--- config.mk ---
export PLATFORM = sky130hd
export DESIGN_NAME = interpTop
export DESIGN_NICKNAME = d
export VERILOG_FILES = /design/src/logic/interpDspPkg.sv /design/src/logic/interpRegPkg.sv /design/src/logic/interpRegs.sv /design/src/logic/interpFrontEnd.sv /design/src/logic/cicInterp.sv /design/src/logic/interpScaler.sv /design/src/logic/interpTop.sv
export SDC_FILE = /design/constraint.sdc
export NUM_CORES = 2
export LEC_CHECK = 0
export ABC_AREA = 1
export ABC_CLOCK_PERIOD_IN_PS = 9850
export CAP_MARGIN = 40
export CORE_UTILIZATION = 30
export CTS_CLUSTER_DIAMETER = 80
export DETAILED_ROUTE_END_ITERATION = 8
export DONT_BUFFER_PORTS = 1
export PLACE_DENSITY_LB_ADDON = 0.2
export REMOVE_ABC_BUFFERS = 1
export SYNTH_ARGS = -nofsm -noshare
export SYNTH_HDL_FRONTEND = slang
export SYNTH_SLANG_ARGS = --single-unit
--- constraint.sdc ---
create_clock -name busClk -period 9.85 [get_ports busClk]
set_clock_uncertainty 0.2 [all_clocks]
set_input_delay 0.985 -clock busClk [delete_from_list [all_inputs] [get_ports busClk]]
set_output_delay 0.985 -clock busClk [all_outputs]
set_load 0.005 [all_outputs]
--- src/logic/interpDspPkg.sv ---
// Interpolator datapath definitions
// Sample format, channel bundle, rate and CIC sizing, and the shared saturation rule
`default_nettype none

package interpDspPkg;

    localparam int sampleWidth = 18;
    localparam int numChannels = 4;
    localparam int interpRate = 4;
    localparam int cicOrder = 3;
    // The CIC output grows by log2 of its DC gain, interpRate**(cicOrder-1)
    localparam int cicGrowth = cicOrder * $clog2(interpRate) - $clog2(interpRate);

    // Widest intermediate value that satSample accepts
    localparam int wideWidth = 48;

    typedef logic signed [sampleWidth-1:0] sample_t;
    typedef logic signed [wideWidth-1:0] wide_t;

    localparam sample_t sampleMax = {1'b0, {(sampleWidth - 1){1'b1}}};
    localparam sample_t sampleMin = {1'b1, {(sampleWidth - 1){1'b0}}};

    typedef struct packed {
        sample_t [numChannels-1:0] ch;
    } channels_t;

    // Clip a wide signed value to the sample range
    function automatic sample_t satSample(input wide_t value);
        sample_t result;
        if (value > sampleMax) begin
            result = sampleMax;
        end else if (value < sampleMin) begin
            result = sampleMin;
        end else begin
            result = sample_t'(value);
        end
        return result;
    endfunction

endpackage

`default_nettype wire

--- src/logic/interpRegPkg.sv ---
// Interpolator register map
// Word offsets on the host bus and the control bundle sent to the datapath
`default_nettype none

package interpRegPkg;

    localparam int regAddrWidth = 13;
    // Registers sit on 32-bit words, so the two byte address bits are ignored
    localparam int wordAddrWidth = regAddrWidth - 2;

    typedef logic [wordAddrWidth-1:0] wordAddr_t;

    localparam wordAddr_t ctrlAddr = 0;
    localparam wordAddr_t cicMantAddr = 1;
    localparam wordAddr_t cicExpAddr = 2;
    localparam wordAddr_t testAddr = 3;
    localparam wordAddr_t gainMantAddr = 4;
    localparam wordAddr_t gainExpAddr = 5;

    typedef struct packed {
        logic bypass;
        logic test;
        logic invert;
        // Stored and read back only, no equaliser is present
        logic bypassEq;
        logic [3:0] source;
        interpDspPkg::sample_t testValue;
        logic [4:0] cicExponent;
        logic [17:0] cicMantissa;
        logic [4:0] gainExponent;
        logic [15:0] gainMantissa;
    } interpCtrl_t;

endpackage

`default_nettype wire

--- src/logic/interpRegs.sv ---
// Interpolator configuration registers
// Byte-lane writes on busClk, combinational readback that is zero when idle or unmapped
`timescale 1ns/100ps
`default_nettype none

module interpRegs (
    input  wire logic                                   busClk,
    input  wire logic                                   rstN,
    input  wire logic                                   cs,
    input  wire logic [3:0]                             wrEn,
    input  wire logic [interpRegPkg::regAddrWidth-1:0]  addr,
    input  wire logic [31:0]                            dataIn,
    output logic [31:0]                                 dataOut,
    output interpRegPkg::interpCtrl_t                   ctrl
);

    import interpRegPkg::*;

    wordAddr_t wordAddr;
    logic [31:0] readImage;
    logic [31:0] laneMask;
    logic [31:0] wrMerged;

    assign wordAddr = addr[regAddrWidth-1:2];
    assign laneMask = {{8{wrEn[3]}}, {8{wrEn[2]}}, {8{wrEn[1]}}, {8{wrEn[0]}}};

    // Disabled lanes keep the current register contents
    assign wrMerged = (readImage & ~laneMask) | (dataIn & laneMask);

    always_comb begin
        readImage = '0;
        case (wordAddr)
            ctrlAddr: begin
                readImage[0] = ctrl.bypass;
                readImage[1] = ctrl.test;
                readImage[2] = ctrl.invert;
                readImage[3] = ctrl.bypassEq;
                readImage[11:8] = ctrl.source;
            end
            cicMantAddr: readImage[17:0] = ctrl.cicMantissa;
            cicExpAddr: readImage[4:0] = ctrl.cicExponent;
            testAddr: readImage[17:0] = ctrl.testValue;
            gainMantAddr: readImage[31:16] = ctrl.gainMantissa;
            gainExpAddr: readImage[20:16] = ctrl.gainExponent;
            default: readImage = '0;
        endcase
    end

    assign dataOut = cs ? readImage : '0;

    always_ff @(posedge busClk or negedge rstN) begin
        if (!rstN) begin
            ctrl <= '0;
        end else if (cs && (|wrEn)) begin
            case (wordAddr)
                ctrlAddr: begin
                    ctrl.bypass <= wrMerged[0];
                    ctrl.test <= wrMerged[1];
                    ctrl.invert <= wrMerged[2];
                    ctrl.bypassEq <= wrMerged[3];
                    ctrl.source <= wrMerged[11:8];
                end
                cicMantAddr: ctrl.cicMantissa <= wrMerged[17:0];
                cicExpAddr: ctrl.cicExponent <= wrMerged[4:0];
                testAddr: ctrl.testValue <= wrMerged[17:0];
                gainMantAddr: ctrl.gainMantissa <= wrMerged[31:16];
                gainExpAddr: ctrl.gainExponent <= wrMerged[20:16];
                default: ;
            endcase
        end
    end

    // An unknown select or address during a strobe would corrupt the whole map
    wrCtlKnown: assert property (@(posedge busClk) disable iff (!rstN)
        (|wrEn) |-> !$isunknown({cs, addr}));

endmodule

`default_nettype wire

--- src/logic/interpFrontEnd.sv ---
// Interpolator front end
// Selects a channel or the test value, optionally negates it, and registers it
`timescale 1ns/100ps
`default_nettype none

module interpFrontEnd (
    input  wire logic                       busClk,
    input  wire logic                       rstN,
    input  wire interpRegPkg::interpCtrl_t  ctrl,
    input  wire interpDspPkg::channels_t    channelsIn,
    input  wire logic                       inValid,
    output interpDspPkg::sample_t           feSample,
    output logic                            feValid
);

    import interpDspPkg::*;

    sample_t selValue;
    sample_t feNext;

    // Source values past the last channel select silence
    always_comb begin
        selValue = '0;
        if (ctrl.test) begin
            selValue = ctrl.testValue;
        end else begin
            for (int i = 0; i < numChannels; i++) begin
                if (ctrl.source == i) begin
                    selValue = channelsIn.ch[i];
                end
            end
        end
    end

    // Negating the most negative sample clips to the positive limit
    assign feNext = ctrl.invert ? satSample(-wide_t'(selValue)) : selValue;

    always_ff @(posedge busClk or negedge rstN) begin
        if (!rstN) begin
            feValid <= 1'b0;
        end else begin
            feValid <= inValid;
        end
    end

    always_ff @(posedge busClk) begin
        if (inValid) begin
            feSample <= feNext;
        end
    end

endmodule

`default_nettype wire

--- src/logic/cicInterp.sv ---
// CIC interpolator
// Combs at the input rate, zero-stuffed integrators at the output rate, and a bypass path
`timescale 1ns/100ps
`default_nettype none

module cicInterp #(
    parameter int rate = interpDspPkg::interpRate,
    parameter int order = interpDspPkg::cicOrder
) (
    input  wire logic                       busClk,
    input  wire logic                       rstN,
    input  wire interpRegPkg::interpCtrl_t  ctrl,
    input  wire interpDspPkg::sample_t      feSample,
    input  wire logic                       feValid,
    output interpDspPkg::sample_t           cicSample,
    output logic                            cicValid
);

    import interpDspPkg::*;

    localparam int growth = (order - 1) * $clog2(rate);
    localparam int accWidth = sampleWidth + growth;
    localparam int phaseWidth = (rate > 1) ? $clog2(rate) : 1;

    typedef logic signed [accWidth-1:0] acc_t;

    acc_t combDly [order];
    acc_t combTap [order+1];
    acc_t combOut;
    acc_t integ [order];
    acc_t integNext [order];
    acc_t integIn;
    logic [phaseWidth-1:0] phase;
    logic busy;
    logic lastPhase;
    logic runCic;
    logic satHit;
    logic inRange;
    logic [order-1:0] inRangeHist;

    assign runCic = feValid && !ctrl.bypass;
    assign lastPhase = (phase == phaseWidth'(rate - 1));

    // Wraparound arithmetic is safe here since the final sum always fits accWidth
    always_comb begin
        combTap[0] = feSample;
        for (int k = 0; k < order; k++) begin
            combTap[k+1] = combTap[k] - combDly[k];
        end
    end

    // Only phase 0 carries the comb output, the other slots are stuffed zeros
    always_comb begin
        integIn = (phase == '0) ? combOut : '0;
        integNext[0] = integ[0] + integIn;
        for (int k = 1; k < order; k++) begin
            integNext[k] = integ[k] + integNext[k-1];
        end
    end

    assign satHit = (satSample(integNext[order-1]) != integNext[order-1]);
    assign inRange = (feSample[sampleWidth-1 -: growth+1] == '0) ||
                     (feSample[sampleWidth-1 -: growth+1] == '1);

    always_ff @(posedge busClk or negedge rstN) begin
        if (!rstN) begin
            busy <= 1'b0;
            phase <= '0;
        end else if (runCic) begin
            busy <= 1'b1;
            phase <= '0;
        end else if (busy) begin
            busy <= !lastPhase;
            phase <= lastPhase ? '0 : phase + 1'b1;
        end
    end

    // Filter state freezes while bypass is on
    always_ff @(posedge busClk or negedge rstN) begin
        if (!rstN) begin
            for (int k = 0; k < order; k++) begin
                combDly[k] <= '0;
                integ[k] <= '0;
            end
            combOut <= '0;
            inRangeHist <= '1;
        end else begin
            if (runCic) begin
                for (int k = 0; k < order; k++) begin
                    combDly[k] <= combTap[k];
                end
                combOut <= combTap[order];
                inRangeHist[0] <= inRange;
                for (int k = 1; k < order; k++) begin
                    inRangeHist[k] <= inRangeHist[k-1];
                end
            end
            if (busy) begin
                for (int k = 0; k < order; k++) begin
                    integ[k] <= integNext[k];
                end
            end
        end
    end

    always_ff @(posedge busClk or negedge rstN) begin
        if (!rstN) begin
            cicValid <= 1'b0;
        end else begin
            cicValid <= ctrl.bypass ? feValid : busy;
        end
    end

    always_ff @(posedge busClk) begin
        if (ctrl.bypass) begin
            cicSample <= feSample;
        end else if (busy) begin
            cicSample <= satSample(integNext[order-1]);
        end
    end

    // A new sample may only land on the last slot of the running burst
    burstSpacing: assert property (@(posedge busClk) disable iff (!rstN)
        (feValid && busy) |-> lastPhase);

    // Each output depends on the last order inputs, so in-range history rules out clipping
    noIntegSat: assert property (@(posedge busClk) disable iff (!rstN)
        (busy && (&inRangeHist)) |-> !satHit);

endmodule

`default_nettype wire

--- src/logic/interpScaler.sv ---
// Mantissa and exponent gain stage
// Unsigned mantissa multiply, then arithmetic right shift with saturation
`timescale 1ns/100ps
`default_nettype none

module interpScaler #(
    parameter int mantWidth = 16
) (
    input  wire logic                   busClk,
    input  wire logic                   rstN,
    input  wire interpDspPkg::sample_t  sampleIn,
    input  wire logic                   inValid,
    input  wire logic [mantWidth-1:0]   mantissa,
    input  wire logic [4:0]             exponent,
    output interpDspPkg::sample_t       sampleOut,
    output logic                        outValid
);

    import interpDspPkg::*;

    localparam int prodWidth = sampleWidth + mantWidth + 1;

    typedef logic signed [prodWidth-1:0] prod_t;

    prod_t product;
    prod_t shifted;
    logic prodValid;

    assign shifted = product >>> exponent;

    always_ff @(posedge busClk or negedge rstN) begin
        if (!rstN) begin
            prodValid <= 1'b0;
            outValid <= 1'b0;
        end else begin
            prodValid <= inValid;
            outValid <= prodValid;
        end
    end

    // Mantissa is unsigned, so it gets a zero sign bit before the multiply
    always_ff @(posedge busClk) begin
        if (inValid) begin
            product <= prod_t'(sampleIn) * prod_t'($signed({1'b0, mantissa}));
        end
        if (prodValid) begin
            sampleOut <= satSample(shifted);
        end
    end

    // Every accepted sample leaves two cycles later carrying defined data
    fixedLatency: assert property (@(posedge busClk) disable iff (!rstN)
        inValid |-> ##2 (outValid && !$isunknown(sampleOut)));

endmodule

`default_nettype wire

--- src/logic/interpTop.sv ---
// Interpolator stage top level
// Registers, front end, CIC, gain normalisation and user gain in a single chain
`timescale 1ns/100ps
`default_nettype none

module interpTop (
    input  wire logic                                   busClk,
    input  wire logic                                   rstN,
    input  wire logic                                   cs,
    input  wire logic [3:0]                             wrEn,
    input  wire logic [interpRegPkg::regAddrWidth-1:0]  addr,
    input  wire logic [31:0]                            dataIn,
    input  wire interpDspPkg::channels_t                channelsIn,
    input  wire logic                                   inValid,
    output logic [31:0]                                 dataOut,
    output interpDspPkg::sample_t                       sampleOut,
    output logic                                        outValid
);

    import interpDspPkg::*;
    import interpRegPkg::*;

    interpCtrl_t ctrl;
    sample_t feSample;
    sample_t cicSample;
    sample_t normSample;
    logic feValid;
    logic cicValid;
    logic normValid;

    interpRegs i_interpRegs (
        .busClk  (busClk),
        .rstN    (rstN),
        .cs      (cs),
        .wrEn    (wrEn),
        .addr    (addr),
        .dataIn  (dataIn),
        .dataOut (dataOut),
        .ctrl    (ctrl)
    );

    interpFrontEnd i_interpFrontEnd (
        .busClk     (busClk),
        .rstN       (rstN),
        .ctrl       (ctrl),
        .channelsIn (channelsIn),
        .inValid    (inValid),
        .feSample   (feSample),
        .feValid    (feValid)
    );

    cicInterp i_cicInterp (
        .busClk    (busClk),
        .rstN      (rstN),
        .ctrl      (ctrl),
        .feSample  (feSample),
        .feValid   (feValid),
        .cicSample (cicSample),
        .cicValid  (cicValid)
    );

    // Removes the CIC DC gain
    interpScaler #(.mantWidth(18)) cicNorm (
        .busClk    (busClk),
        .rstN      (rstN),
        .sampleIn  (cicSample),
        .inValid   (cicValid),
        .mantissa  (ctrl.cicMantissa),
        .exponent  (ctrl.cicExponent),
        .sampleOut (normSample),
        .outValid  (normValid)
    );

    interpScaler #(.mantWidth(16)) userGain (
        .busClk    (busClk),
        .rstN      (rstN),
        .sampleIn  (normSample),
        .inValid   (normValid),
        .mantissa  (ctrl.gainMantissa),
        .exponent  (ctrl.gainExponent),
        .sampleOut (sampleOut),
        .outValid  (outValid)
    );

endmodule

`default_nettype wire

Word level (Yosys, flattened, before mapping)

Cells that the tools add are included.
Widths: inputs -> output; s select.

Output and inout port bits: 51
Logic and storage cells: 110
Register bits: 373
Bits of input ports: 125

Multiplexer cells: 30
Reductions and logical operators: 16
Multiply operators: 2
$lt $le $gt $ge: 8
$add $sub $neg: 8
Shift operators: 2
Equal/unequal tests: 9
Bitwise gates (word level): 4

Operators by type and width:

| operator             | count |
|---|---|
| $mux 18              | 14 |
| $add 22x22->22       | 3 |
| $and 32x32->32       | 2 |
| $gt 48x18->1 const B | 1 |
| $lt 48x18->1 const B | 1 |
| $neg 18->48          | 1 |
| $sub 22x22->22       | 2 |
| $gt 37x18->1 const B | 1 |
| $lt 37x18->1 const B | 1 |
| $mul 18x19->37       | 1 |
| $sshr 37x5->37       | 1 |
| $gt 35x18->1 const B | 1 |
| $lt 35x18->1 const B | 1 |
| $mul 18x17->35       | 1 |
| $sshr 35x5->35       | 1 |
| $mux 32              | 1 |
| $not 32->32          | 1 |
| $or 32x32->32        | 1 |
| $eq 11x2->1 const B  | 2 |
| $eq 11x3->1 const B  | 2 |
| $gt 22x18->1 const B | 1 |
| $lt 22x18->1 const B | 1 |
| $mux 22              | 1 |
| $sub 18x18->19       | 1 |
| other kinds (22)     | 36 |

Longest topological paths before layout

Word-level depth: 11
Depth in mapped cells: 42
Mapped depth without buffers: 40

Hierarchy

A second synthesis with hierarchy kept.

Cell total of the unflattened synthesis: 6643
Area total of the unflattened synthesis: 49824.0 um^2

Modules (own cells, without submodules):

| module                  | seq. area each (um^2) | area an instance (um^2) | cells an instance | times used |
|---|---|---|---|---|
| interpScaler (cicNorm)  | 1701.6                | 15376.0                 | 2045              | 1 |
| interpScaler (userGain) | 1641.6                | 15359.7                 | 1988              | 1 |
| cicInterp               | 4319.1                | 12593.3                 | 1687              | 1 |
| interpRegs              | 1751.7                | 3936.3                  | 525               | 1 |
| interpFrontEnd          | 565.5                 | 2558.7                  | 398               | 1 |

Least setup slack after synthesis

No wires, ideal clock.

Path kind: reg-to-reg
Start point: register i_interpRegs.ctrl[33] (netlist name)
End point: register cicNorm.product[36] (data pin)
Setup time: 260 ps
Arrival: 5973 ps
Cell stages (with the launch flop): 26
Clock period less this slack: 6433 ps
Setup slack: 3417 ps
Path buffers: 2
Data required time: 9390 ps
Path through: dfrtp_1 clkbuf_1 buf_1 nand2_1 fa_1 inv_1 fa_1 inv_1 fa_1 inv_1 fa_1 inv_1 fa_1 inv_1 fa_1 ha_1 a21oi_1 o21ai_0 o21bai_1 a21oi_1 o21ai_0 a21oi_1 o21ai_0 nand3_1 nand2_1 xor2_1

Longest elaborated chain between the ends: 1

Ends and longest elaborated chain:

| element                | RTL line           | text |
|---|---|---|
| $mul 18x19->37         | interpScaler.sv:44 | `product <= prod_t'(sampleIn) * prod_t'($signed({1'b0, mantissa}));` |
| end signal: assignment | interpScaler.sv:44 |  |
| end: declaration       | interpScaler.sv:25 | `prod_t product;` |

Every way passes these cells.
A chain may end at the register's enable or synchronous reset.

==> results.md <==
* R2r endpoint: i_cicInterp.cicSample[8]
* Synth-to-Final Area Change at 8.66%
* FF-to-FF setup slack at 2230 ps
* Remaining global-route overflow at 0
* RePlAce Congestion at 0.870
* GRT Overall Usage at 17.1%
* Status: completed
* Number of global-route vias before repair at 39,600
* Primary FF master, synth: dfrtp_1
* Clock slew seen by the registers of the worst setup and hold paths at 60 ps
* FFs w/ async S/R, synth at 61.1%
* I/O pins at 176
* Max-cap violations at 0
* Largest family of logic cells by synthesized area: adder cells
* Area contributors post-synth: fa_1 23%, nand2_1 14%, dfrtp_1 12%
* DR DRC count at 0
* Post-synthesis register bit count at 370
* Worst Hold Class: in2async
* Hold Vio Cnt, Final at 0
* Global-route wire length before repair at 220,000 um
* Initial core utilization at 30.3%
* Vias per cell at 4.67
* RSZ-0062 raised after global routing: no
* Adder-Cell Fraction of Synth Area at 32.5%
* Vias at 38,400
* Initial antenna violation count at 12
* Yosys top cell area share at 23.3%
* Worst skew pair latency at 700 ps
* Post-synth top area cell: fa_1
* Clock sinks at 370
* Cells on worst reg2reg path at 36
* Fill cells at 16,900
* Most used cell, CP: nand2_1
* Final Worst Setup Slack at 2230 ps
* Synth Area in Simple Gates at 19.7%
* Synth warn at 0
* # rows at 145
* Worst-Margin Slew at 931 ps
* Core Box Area at 157,000 um^2
* Wirelength per Cell at 16.5 um
* Worst rel slew slack at 38.0%
* Crit path max fanout at 22
* Pre-CTS WS at 2200 ps
* Commonest non-fill, non-tap cell in the layout: nand2_1
* Layout cells sized above 1 at 4.07%
* R2R Path Start: i_cicInterp.phase[0]
* Final ANT Viol Nets at 0
* CP Class: reg2reg
* Worst stage delay on the critical path at 550 ps
* Pin count of the biggest net entering global routing at 227
* Slowest-stage cell, CP: nand3_1
* Drt pass-1 iters at 5
* Cts repair resizes at 0
* Hpwl dp at 108,000 um
* CTS tree: yes
* FMAX at 131 MHz
* Syn_area_per_cell at 7.59 um^2
* Clock buffer count from CTS at 53
* Count of input and output buffers at 0
* Die H at 400 um
* Setup repair bufs after CTS at 0
* Horiz. Die Dim at 400 um
* Synthesized cell area at 47,600 um^2
* Critical path arrival at 7840 ps
* Seq/Total Area, Yosys at 21.0%
* Final net count at 7,152
* Fin crit period at 7620 ps
* Synth Area in Compound Gates at 10.5%
* Htree depth at 2
* Setup TNS at 0 ps
* Root buffer cell: clkbuf_16
* DR iter-0 viols at 2,600
* Req. time, crit path at 10,070 ps
* Syn Inst Count at 6,270
* Fin crit share at 77.4%
* Crit end category: register
* Die ar. at 160,000 um^2
* Synth unique cells at 61
* Commonest non-fill, non-tap cells in the layout: 1,788 x nand2_1, 1,261 x inv_1, 555 x fa_1
* Drt total wl at 136,000 um
* Multiplexer share of the synthesized area at 0.760%
* Final setup viols at 0
* Critical path launch point type: register
* Hold buffers post-CTS at 1
* CTS max path bufs at 3
* Post-synthesis xor/xnor area fraction at 3.06%
* EDFF count, synth at 144
* Max-slew violations at 0
worst max-delay path: cells and delay by family, from the launching register on:
| family | cells | cell delay [ps] |
|---|---|---|
| buffers and inverters | 5 | 580 |
| xor gates and xnor gates | 2 | 540 |
| AOI/OAI and AO/OA | 7 | 1220 |
| DFF | 1 | 380 |
| adders and majority gates | 5 | 1470 |
| and+or+nand+nor | 17 | 2980 |
synth_stat cells (all sizes together), types with 11 or more instances:
cell type and number:
clkbuf 217, ha 347, a21o 11, nand4 32, o21bai 15, nor3 45
mux2i 35, inv 1269, a211oi 15, o22ai 11, nor2 212, fa 555
a21boi 12, a31oi 29, a221oi 14, buf 66, edfxtp 144, dfrtp 226
o211ai 28, o21ai 492, nand2 1794, xor2 107, xnor2 59, a21oi 247
nor4 14, or2 34, nand3 177
flip-flops by register name, summed over array words and instances (netlist names), 22 cells and up:
register / flops
i_cicInterp.combOut: 22
i_interpRegs.ctrl: 70
i_cicInterp.integ: 66
cicNorm.product: 37
i_cicInterp.combDly: 59
userGain.product: 35
worst max-delay path by stage:
| stage | start | to | slack [ps] | cells past startpoint |
|---|---|---|---|---|
| 2_1_floorplan | i_cicInterp.phase[0] | i_cicInterp.cicSample[10] | 3520 | 36 |
| 3_3_place_gp | i_cicInterp.phase[0] | i_cicInterp.cicSample[9] | 2320 | 36 |
| 3_5_place_dp | i_cicInterp.phase[0] | i_cicInterp.cicSample[8] | 2200 | 36 |
| 4_1_cts | i_cicInterp.phase[0] | i_cicInterp.cicSample[8] | 2170 | 36 |
| 5_1_grt | i_cicInterp.phase[0] | i_cicInterp.cicSample[8] | 1400 | 37 |
| 6_report | i_cicInterp.phase[0] | i_cicInterp.cicSample[8] | 2230 | 36 |
area by class of cell:
class                      instances  area, um^2  share of cell area [%]
tap                             2058        2570                    4.98
clock buffer                      72        1480                    2.86
antenna                            3        7.51                  0.0145
inverter                        1276        4790                    9.26
clock inverter                    28         293                   0.566
sequential                       370        9980                    19.3
multi-input combinational       4341       31700                    61.2
timing repair buffer              83         923                    1.79
logic make-up (layout without fill, tap and decap cells):
logic type | Yosys count | in the layout
mux | 36 | 36
xor+xnor | 166 | 166
fa+ha+maj | 902 | 902
compound gates | 905 | 905
simple gates | 2332 | 2332
flops | 370 | 370
buf+inv | 1559 | 1459
other cells | 0 | 3
through the flow:
step	utilization, %	cells	instance area, um^2	hold WS, ps
after global placement	31.5	8105	49500	264
after CTS	32.9	8227	51700	84.4
final	33.0	8231	51700	27.9
after detailed placement	31.8	8126	49900	265
after global routing	33.0	8231	51700	45.4
after floorplan	-	5987	46400	248
per-layer routing:
metal	vias up	part of all wire [%]	global-route usage, %
li1	19000	-	-
met1	18400	47	23.2
met2	827	46	28.1
met3	151	5.4	2.83
met4	6	2.4	4.55
met5	-	0.027	0
Power is left out: the tool's default activity adds up to more than one toggle a clock period on the data nets, which glitch-free logic cannot reach.
